==> config.mk <==
export PLATFORM = sky130hd
export DESIGN_NAME = bank_htu
export DESIGN_NICKNAME = d
export VERILOG_FILES = /design/src/htu_op_pkg.sv /design/src/htu_addr_pkg.sv /design/src/htu_lookup_if.sv /design/src/bank_htu_lookup.sv /design/src/bank_htu_set_entry.sv /design/src/bank_htu.sv
export VERILOG_INCLUDE_DIRS = /design/src /design/src/include
export SDC_FILE = /design/constraint.sdc
export NUM_CORES = 2
export LEC_CHECK = 0
export BUFFER_PORTS_ARGS = -buffer_cell sky130_fd_sc_hd__buf_2
export CORE_UTILIZATION = 58
export CTS_CLUSTER_SIZE = 24
export DETAILED_ROUTE_END_ITERATION = 16
export PLACE_DENSITY_LB_ADDON = 0.1
export SLEW_MARGIN = 20
export SYNTH_ARGS = -nofsm -noshare
export SYNTH_HDL_FRONTEND = slang
export SYNTH_SLANG_ARGS = --single-unit
==> constraint.sdc <==
create_clock -name clk_i -period 5.79 [get_ports clk_i]
set_clock_uncertainty 0.1 [all_clocks]
set_input_delay 0.8685 -clock clk_i [delete_from_list [all_inputs] [get_ports clk_i]]
set_output_delay 0.8685 -clock clk_i [all_outputs]
set_load 0.02 [all_outputs]
==> src/include/htu_params.svh <==
`ifndef HTU_PARAMS_SVH
`define HTU_PARAMS_SVH

// bank geometry
`define HTU_SETS      8
`define HTU_WAYS      8

// 32-byte line split into two 16-byte offsets
`define HTU_TAG_W     22
`define HTU_ADDR_LSB  4

// crossbar side fields
`define HTU_CH_W      2
`define HTU_WBUF_W    8

`endif

==> src/htu_op_pkg.sv <==
`default_nettype none

package htu_op_pkg;

  // crossbar opcode
  typedef enum logic [1:0] {
    op_read       = 2'b00,
    op_write      = 2'b01,
    op_flush      = 2'b10,
    op_invalidate = 2'b11
  } mcash_op_e;

  // state of one 16-byte offset
  // 2'b10 is not a legal encoding
  typedef enum logic [1:0] {
    ls_empty = 2'b00,
    ls_clean = 2'b01,
    ls_dirty = 2'b11
  } line_state_e;

endpackage

`default_nettype wire

==> src/htu_addr_pkg.sv <==
`default_nettype none

`include "htu_params.svh"

package htu_addr_pkg;

  localparam int SET_W = $clog2(`HTU_SETS);
  localparam int WAY_W = $clog2(`HTU_WAYS);

  // address bits 31..10
  typedef logic [`HTU_TAG_W-1:0] tag_t;

  // address bits 7..5
  typedef logic [SET_W-1:0] set_idx_t;

  typedef logic [WAY_W-1:0] way_t;

  // set in the upper bits, way below
  typedef struct packed {
    set_idx_t set_idx;
    way_t     way;
  } set_way_t;

endpackage

`default_nettype wire

==> src/htu_lookup_if.sv <==
`timescale 1ns/10ps
`default_nettype none

`include "htu_params.svh"

interface htu_lookup_if;

  // request side, one copy shared by all sets
  logic                    acc_fire;
  logic [`HTU_SETS-1:0]    set_sel;
  htu_addr_pkg::tag_t      acc_tag;
  logic                    acc_offset;
  htu_op_pkg::mcash_op_e   acc_op;

  // linefill done from the issue unit
  logic                    done_valid;
  htu_addr_pkg::set_way_t  done_set_way;

  // per-set results, one element per entry
  logic                    hit        [`HTU_SETS];
  htu_addr_pkg::way_t      way        [`HTU_SETS];
  logic                    evict      [`HTU_SETS];
  htu_op_pkg::line_state_e off0_state [`HTU_SETS];
  htu_op_pkg::line_state_e off1_state [`HTU_SETS];

  modport lookup (
    output acc_fire, set_sel, acc_tag, acc_offset, acc_op,
    output done_valid, done_set_way,
    input  hit, way, evict, off0_state, off1_state
  );

  modport entry (
    input  acc_fire, set_sel, acc_tag, acc_offset, acc_op,
    input  done_valid, done_set_way,
    output hit, way, evict, off0_state, off1_state
  );

endinterface

`default_nettype wire

==> src/bank_htu_lookup.sv <==
`timescale 1ns/10ps
`default_nettype none

`include "htu_params.svh"

module bank_htu_lookup (
  htu_lookup_if.lookup                              lu,
  input  wire                                       req_valid_i,
  input  wire  [`HTU_CH_W-1:0]                      req_ch_id_i,
  input  wire  [1:0]                                req_opcode_i,
  input  wire  [31:`HTU_ADDR_LSB]                   req_addr_i,
  input  wire  [`HTU_WBUF_W-1:0]                    req_wbuf_id_i,
  input  wire                                       isu_allow_in_i,
  input  wire                                       done_valid_i,
  input  wire  [htu_addr_pkg::SET_W+htu_addr_pkg::WAY_W-1:0] done_set_way_i,
  output logic                                      req_ready_o,
  output logic                                      isu_valid_o,
  output logic [`HTU_CH_W-1:0]                      isu_ch_id_o,
  output logic [1:0]                                isu_opcode_o,
  output logic [htu_addr_pkg::SET_W+htu_addr_pkg::WAY_W:0] isu_set_way_offset_o,
  output logic [`HTU_WBUF_W-1:0]                    isu_wbuf_id_o,
  output logic [1:0]                                isu_off0_state_o,
  output logic [1:0]                                isu_off1_state_o,
  output logic                                      linefill_valid_o,
  output logic [htu_addr_pkg::SET_W-1:0]            linefill_set_o,
  output logic [htu_addr_pkg::WAY_W-1:0]            linefill_way_o
);

  htu_op_pkg::mcash_op_e   req_op;
  htu_addr_pkg::set_idx_t  req_set;
  logic                    req_offset;
  logic                    op_is_read;
  logic                    op_is_write;
  logic                    sel_hit;
  logic                    sel_evict;
  htu_addr_pkg::way_t      sel_way;
  htu_op_pkg::line_state_e sel_off0;
  htu_op_pkg::line_state_e sel_off1;
  htu_op_pkg::line_state_e acc_state;

  // ------------------------------------------------------------------
  // request decode
  // ------------------------------------------------------------------
  assign req_op      = htu_op_pkg::mcash_op_e'(req_opcode_i);
  assign op_is_read  = req_op == htu_op_pkg::op_read;
  assign op_is_write = req_op == htu_op_pkg::op_write;

  assign req_offset = req_addr_i[`HTU_ADDR_LSB];
  assign req_set    = req_addr_i[`HTU_ADDR_LSB+1 +: htu_addr_pkg::SET_W];

  assign lu.acc_fire     = req_valid_i & isu_allow_in_i;
  assign lu.set_sel      = {{(`HTU_SETS-1){1'b0}}, 1'b1} << req_set;
  assign lu.acc_tag      = req_addr_i[31 -: `HTU_TAG_W];
  assign lu.acc_offset   = req_offset;
  assign lu.acc_op       = req_op;
  assign lu.done_valid   = done_valid_i;
  assign lu.done_set_way = done_set_way_i;

  // ------------------------------------------------------------------
  // addressed set result
  // ------------------------------------------------------------------
  assign sel_hit   = lu.hit[req_set];
  assign sel_way   = lu.way[req_set];
  assign sel_evict = lu.evict[req_set];
  assign sel_off0  = lu.off0_state[req_set];
  assign sel_off1  = lu.off1_state[req_set];
  assign acc_state = req_offset ? sel_off1 : sel_off0;

  // ------------------------------------------------------------------
  // issue unit side
  // ------------------------------------------------------------------
  assign req_ready_o   = isu_allow_in_i;
  assign isu_valid_o   = req_valid_i;
  assign isu_ch_id_o   = req_ch_id_i;
  assign isu_wbuf_id_o = req_wbuf_id_i;

  // bit 1 evict, bit 0 write
  assign isu_opcode_o[0] = op_is_write;
  assign isu_opcode_o[1] = req_valid_i & (op_is_read | op_is_write) & sel_evict;

  assign isu_set_way_offset_o = {req_set, sel_way, req_offset};
  assign isu_off0_state_o     = sel_off0;
  assign isu_off1_state_o     = sel_off1;

  // read miss, or read hit on an offset that was never filled
  assign linefill_valid_o = req_valid_i & op_is_read
                          & (~sel_hit | (acc_state == htu_op_pkg::ls_empty));
  assign linefill_set_o   = req_set;
  assign linefill_way_o   = sel_way;

endmodule

`default_nettype wire

==> src/bank_htu_set_entry.sv <==
`timescale 1ns/10ps
`default_nettype none

`include "htu_params.svh"

module bank_htu_set_entry #(
  parameter int SET_ID = 0
) (
  input wire           clk_i,
  input wire           rst_i,
  htu_lookup_if.entry  en
);

  localparam htu_addr_pkg::set_idx_t MY_SET = htu_addr_pkg::set_idx_t'(SET_ID);

  htu_addr_pkg::tag_t      tag_q  [`HTU_WAYS];
  logic [`HTU_WAYS-1:0]    valid_q;
  htu_op_pkg::line_state_e off0_q [`HTU_WAYS];
  htu_op_pkg::line_state_e off1_q [`HTU_WAYS];
  htu_addr_pkg::way_t      victim_q;

  logic [`HTU_WAYS-1:0]    hit_vec;
  logic                    hit;
  htu_addr_pkg::way_t      hit_way;
  htu_addr_pkg::way_t      acc_way;
  logic                    is_rd;
  logic                    is_wr;
  logic                    acc_here;
  logic                    done_here;
  logic                    alloc;
  logic                    victim_dirty;

  // ------------------------------------------------------------------
  // tag compare
  // ------------------------------------------------------------------
  always_comb begin
    hit_way = '0;
    for (int w = 0; w < `HTU_WAYS; w++) begin
      hit_vec[w] = valid_q[w] & (tag_q[w] == en.acc_tag);
      if (hit_vec[w]) begin
        hit_way = htu_addr_pkg::way_t'(w);
      end
    end
  end

  assign hit     = |hit_vec;
  assign acc_way = hit ? hit_way : victim_q;

  assign victim_dirty = (off0_q[victim_q] == htu_op_pkg::ls_dirty)
                      | (off1_q[victim_q] == htu_op_pkg::ls_dirty);

  assign en.hit[SET_ID]        = hit;
  assign en.way[SET_ID]        = acc_way;
  assign en.evict[SET_ID]      = ~hit & valid_q[victim_q] & victim_dirty;
  assign en.off0_state[SET_ID] = off0_q[acc_way];
  assign en.off1_state[SET_ID] = off1_q[acc_way];

  // ------------------------------------------------------------------
  // update on accept
  // ------------------------------------------------------------------
  assign is_rd     = en.acc_op == htu_op_pkg::op_read;
  assign is_wr     = en.acc_op == htu_op_pkg::op_write;
  assign acc_here  = en.acc_fire & en.set_sel[SET_ID];
  assign done_here = en.done_valid & (en.done_set_way.set_idx == MY_SET);
  // flush and invalidate fall through untouched
  assign alloc     = acc_here & ~hit & (is_rd | is_wr);

  always_ff @(posedge clk_i) begin
    if (alloc) begin
      tag_q[victim_q] <= en.acc_tag;
    end
  end

  always_ff @(posedge clk_i) begin
    if (rst_i) begin
      valid_q  <= '0;
      victim_q <= '0;
      for (int w = 0; w < `HTU_WAYS; w++) begin
        off0_q[w] <= htu_op_pkg::ls_empty;
        off1_q[w] <= htu_op_pkg::ls_empty;
      end
    end else begin
      // linefill finished, whole line now matches memory
      if (done_here) begin
        off0_q[en.done_set_way.way] <= htu_op_pkg::ls_clean;
        off1_q[en.done_set_way.way] <= htu_op_pkg::ls_clean;
      end
      if (alloc) begin
        valid_q[victim_q] <= 1'b1;
        off0_q[victim_q]  <= htu_op_pkg::ls_empty;
        off1_q[victim_q]  <= htu_op_pkg::ls_empty;
        if (is_wr && en.acc_offset) begin
          off1_q[victim_q] <= htu_op_pkg::ls_dirty;
        end else if (is_wr) begin
          off0_q[victim_q] <= htu_op_pkg::ls_dirty;
        end
        // round robin, wraps at 8
        victim_q <= victim_q + 1'b1;
      end else if (acc_here && hit && is_wr) begin
        if (en.acc_offset) begin
          off1_q[hit_way] <= htu_op_pkg::ls_dirty;
        end else begin
          off0_q[hit_way] <= htu_op_pkg::ls_dirty;
        end
      end
    end
  end

endmodule

`default_nettype wire

==> src/bank_htu.sv <==
`timescale 1ns/10ps
`default_nettype none

`include "htu_params.svh"

module bank_htu (
  input  wire                                        clk_i,
  input  wire                                        rst_i,
  // crossbar request
  input  wire                                        xbar_bank_htu_valid_i,
  output logic                                       xbar_bank_htu_ready_o,
  input  wire  [`HTU_CH_W-1:0]                       xbar_bank_htu_ch_id_i,
  input  wire  [1:0]                                 xbar_bank_htu_opcode_i,
  input  wire  [31:`HTU_ADDR_LSB]                    xbar_bank_htu_addr_i,
  input  wire  [`HTU_WBUF_W-1:0]                     xbar_bank_htu_wbuffer_id_i,
  // to issue unit
  output logic                                       htu_isu_valid_o,
  input  wire                                        htu_isu_allow_in_i,
  output logic [`HTU_CH_W-1:0]                       htu_isu_ch_id_o,
  output logic [1:0]                                 htu_isu_opcode_o,
  output logic [htu_addr_pkg::SET_W+htu_addr_pkg::WAY_W:0] htu_isu_set_way_offset_o,
  output logic [`HTU_WBUF_W-1:0]                     htu_isu_wbuffer_id_o,
  output logic [1:0]                                 htu_isu_offset0_state_o,
  output logic [1:0]                                 htu_isu_offset1_state_o,
  output logic                                       htu_isu_linefill_valid_o,
  output logic [htu_addr_pkg::SET_W-1:0]             htu_isu_linefill_set_o,
  output logic [htu_addr_pkg::WAY_W-1:0]             htu_isu_linefill_way_o,
  // from issue unit
  input  wire                                        isu_htu_already_done_valid_i,
  input  wire  [htu_addr_pkg::SET_W+htu_addr_pkg::WAY_W-1:0] isu_htu_set_way_i
);

  htu_lookup_if lu_if ();

  // ------------------------------------------------------------------
  // decode and result select
  // ------------------------------------------------------------------
  bank_htu_lookup u_lookup (
    .lu                   (lu_if.lookup                 ),
    .req_valid_i          (xbar_bank_htu_valid_i        ),
    .req_ch_id_i          (xbar_bank_htu_ch_id_i        ),
    .req_opcode_i         (xbar_bank_htu_opcode_i       ),
    .req_addr_i           (xbar_bank_htu_addr_i         ),
    .req_wbuf_id_i        (xbar_bank_htu_wbuffer_id_i   ),
    .isu_allow_in_i       (htu_isu_allow_in_i           ),
    .done_valid_i         (isu_htu_already_done_valid_i ),
    .done_set_way_i       (isu_htu_set_way_i            ),
    .req_ready_o          (xbar_bank_htu_ready_o        ),
    .isu_valid_o          (htu_isu_valid_o              ),
    .isu_ch_id_o          (htu_isu_ch_id_o              ),
    .isu_opcode_o         (htu_isu_opcode_o             ),
    .isu_set_way_offset_o (htu_isu_set_way_offset_o     ),
    .isu_wbuf_id_o        (htu_isu_wbuffer_id_o         ),
    .isu_off0_state_o     (htu_isu_offset0_state_o      ),
    .isu_off1_state_o     (htu_isu_offset1_state_o      ),
    .linefill_valid_o     (htu_isu_linefill_valid_o     ),
    .linefill_set_o       (htu_isu_linefill_set_o       ),
    .linefill_way_o       (htu_isu_linefill_way_o       )
  );

  // ------------------------------------------------------------------
  // set array
  // ------------------------------------------------------------------
  genvar s;
  generate
    for (s = 0; s < `HTU_SETS; s++) begin : g_set
      bank_htu_set_entry #(
        .SET_ID (s)
      ) u_set_entry (
        .clk_i (clk_i        ),
        .rst_i (rst_i        ),
        .en    (lu_if.entry  )
      );
    end
  endgenerate

endmodule

`default_nettype wire

==> results.json <==
{
  "critPathArrivalTime_ps": 5250,
  "hold_path_end": "g_set[2].u_set_entry.tag_q[7][4]",
  "wirelength_um": 259000,
  "htreeDepth": 4,
  "port_buffers": 60,
  "hold_depth": 1,
  "post-synth-top-count-cell": "edfxtp_1",
  "ff2ff_path_depth": 15,
  "clk_latency_ps": 830,
  "rsz0062_at_grt": "yes",
  "intPower_w": 0.0223,
  "drv_slew": 0,
  "cts_tree": "built",
  "path_max_fanout": 7,
  "postSynthCellCount": 6643,
  "syn_area_sq_um": 86000,
  "drt_iter0_markers": 6606,
  "grt_start_max_net_pins": 109,
  "gp_congestion": 0.980,
  "finalSetupViolations": 4,
  "p_seq_frac": 0.491,
  "maxSlewHeadroom": 0.164,
  "crit_type": "input port to output port",
  "cp.required_ps": 4820,
  "clock-sinks": 1776,
  "syn_to_final_growth_pct": 26.0,
  "dp_slack_ps": -771,
  "post-route-worst-setup-slack_ps": -429,
  "vias": 62300,
  "fp-row-count": 140,
  "ys_warn_count": 0,
  "critPathCaptureType": "output port",
  "grt_pass1_vias": 61400,
  "hold_violations": 0,
  "path_cells": "clkbuf_8, buf_4, buf_12, buf_4, xor2_1, nor4_1, a311oi_1, o211ai_1, nand3_2, mux2i_4, buf_12, buf_4, mux2i_4, o32ai_2, or4_4, o31ai_4, o2111ai_2, a311oi_2, buf_4",
  "grt_overflow": 0,
  "holdBufCountCts": 0,
  "p_leak_nw": 38.7,
  "min_path_type": "input port to flop",
  "yosys-top-cells-count": "edfxtp_1 (1664), xor2_1 (774), xnor2_1 (659), nand2_1 (433), nor2_1 (407)",
  "final.setup.tns_ps": -819,
  "die-area_sq_um": 150000,
  "finalCritPeriodShare": 1.07,
  "avgSynthCellArea_sq_um": 13.0,
  "synth-edff-count": 1664,
  "share_comb_of_total_power": 0.090,
  "violations": "negative setup slack",
  "max_stage_delay_ps": 580,
  "cts_buffers": 183,
  "die_w_um": 387,
  "switching_power_w": 0.00656,
  "clock-root-buffer": "clkbuf_16",
  "synth.area.top_cells": "edfxtp_1 (58%), xor2_1 (7.9%), xnor2_1 (6.7%)",
  "drc": 0,
  "status": "finished, violations left",
  "yosys.area.top_type": "edfxtp_1",
  "ir_worst_vdd_mv": 0.311,
  "post_route_cells_drive_above_1_share": 0.291,
  "whs_ps": 209,
  "cp-start-kind": "input port",
  "synth_fp_nets": 6702,
  "track_usage": 0.332,
  "rrSetupSlack_ps": 1290,
  "first_pass_iters": 9,
  "slowest_stage": "or4_4",
  "hp-start": "xbar_bank_htu_addr_i[14]",
  "crit_top_cell": "buf_4",
  "synth_top_area_share": 0.581,
  "clkTransAtPathRegs_ps": 60,
  "yosysSeqAreaShare": 0.607,
  "fin_crit_ps": 6220,
  "avgRoutedWirePerCell_um": 25.6,
  "start_util": 0.588,
  "coreArea_sq_um": 146000,
  "maxCapViolCount": 0,
  "tightest_slew_ps": 1250,
  "ys_ff_latch": 1776,
  "antenna_left": 0,
  "p_sw_frac": 0.227,
  "antenna_found_initial": 4,
  "hpwl_um": 175000,
  "grt_pass1_wl_um": 376000,
  "via_per_inst": 6.16,
  "nNetsFinal": 8098,
  "p_clk_frac": 0.419,
  "reg2reg_to": "g_set[6].u_set_entry.off1_q[7][0]",
  "ys_async_sr_fraction": 0,
  "p_total_w": 0.0289,
  "synth.distinct_cells": 97,
  "yosys_most_used_dff": "edfxtp_1",
  "clock_path_buffers": 3,
  "power_density_nw_per_um2": 266,
  "ios": 83,
  "max_freq_mhz": 161,
  "die_y_um": 387,
  "worstReg2RegStart": "g_set[6].u_set_entry.tag_q[1][6]"
}
[critical path: cells and delay by family]
family / cells / cell delay (ps)
AO/OA/AOI/OAI: 6 / 1330
AND/OR/NAND/NOR: 3 / 1270
buffers and inverters: 7 / 1130
multiplexers: 2 / 440
XOR/XNOR: 1 / 180
[worst max-delay path by stage]
stage | endpoint | cells after the start | slack (ps) | startpoint
after floorplan | htu_isu_linefill_valid_o | 18 | 9 | xbar_bank_htu_addr_i[19]
after global placement | htu_isu_linefill_valid_o | 17 | -750 | xbar_bank_htu_addr_i[21]
after detailed placement | htu_isu_linefill_valid_o | 16 | -770 | xbar_bank_htu_addr_i[22]
after CTS | htu_isu_linefill_valid_o | 16 | -380 | g_set[4].u_set_entry.tag_q[4][10]
after global routing | htu_isu_linefill_valid_o | 17 | -490 | g_set[4].u_set_entry.tag_q[4][10]
final | htu_isu_linefill_valid_o | 19 | -430 | xbar_bank_htu_addr_i[30]
[state kept, by name (all words and copies together) (netlist names), named ones only]
register,count
g_set.u_set_entry.off1_q,128
g_set.u_set_entry.tag_q,1408
g_set.u_set_entry.victim_q,24
g_set.u_set_entry.off0_q,128
g_set.u_set_entry.valid_q,64
[power by group through the flow]
stage          Sequential, W  Clock (W)  Combinational, W
2_1_floorplan         0.0144          0           0.00109
3_3_place_gp          0.0144          0           0.00226
3_5_place_dp          0.0144          0           0.00231
4_1_cts               0.0142     0.0122           0.00242
5_1_grt               0.0142     0.0127           0.00271
6_report              0.0142     0.0121           0.00259
[cell families after synthesis]
logic type / Yosys count / share of synthesized area
muxes: 181 / 0.0254
AOI/OAI and AO/OA: 617 / 0.0511
buffers and inverters: 350 / 0.0275
adders and majority gates: 8 / 0.00116
DFF: 1776 / 0.607
and+or+nand+nor: 2277 / 0.142
xor gates and xnor gates: 1434 / 0.146
[metal layers]
metal,track usage,vias to the layer above,share of wire
met5,0,-,0.00012
met4,0.122,6,0.040
met3,0.0618,577,0.098
met2,0.516,3029,0.45
met1,0.465,31000,0.41
li1,-,27700,-
[metrics by stage]
stage	std cells	utilization	cell area, sq um
2_1_floorplan	6643	-	86100
3_3_place_gp	9665	0.674	98700
3_5_place_dp	9665	0.674	98700
4_1_cts	10000	0.727	106000
5_1_grt	10100	0.741	108000
6_report	10100	0.741	108000
[layout make-up]
cell class                 instances  area, sq um
clock buffer                     244         5100
antenna                            2         5.00
sequential                      1776        52200
timing repair buffer            1532        13900
clock inverter                    97         1030
multi-input combinational       4517        33700
fill                            9478        38000
inverter                          29          109
tap                             1917         2400
[layout by cell type, fill, tap and decap left out, types with 36 or more instances in the layout]
| master | Yosys | routed |
|---|---|---|
| clkbuf_1 | 125 | 37 |
| or3b_2 | 72 | 63 |
| edfxtp_1 | 1664 | 1664 |
| dfxtp_1 | 112 | 112 |
| xnor2_1 | 659 | 567 |
| o21ai_0 | 95 | 90 |
| nor2_1 | 407 | 393 |
| nor2b_1 | 45 | 42 |
| a21oi_1 | 122 | 122 |
| nand4_1 | 319 | 319 |
| or3_1 | 57 | 47 |
| nand2_1 | 433 | 430 |
| buf_4 | 79 | 1287 |
| clkinv_2 | 0 | 44 |
| nand3_1 | 167 | 165 |
| nor4_1 | 312 | 270 |
| clkbuf_16 | 0 | 209 |
| a31o_2 | 56 | 56 |
| nor3_1 | 190 | 155 |
| xnor2_2 | 1 | 88 |
| a22oi_1 | 39 | 38 |
| nor4_2 | 1 | 36 |
| buf_6 | 96 | 42 |
| o21bai_1 | 79 | 79 |
| buf_12 | 0 | 111 |
| mux2i_1 | 120 | 111 |
| xor2_1 | 774 | 757 |
[repair_timing]
item	CTS	global route
pin swaps	42	95
setup buffers	36	59
gates resized for setup	183	229
endpoints found under the setup margin	7	7
cloned	6	9
No activity file was read; power rests on OpenSTA's default activity.
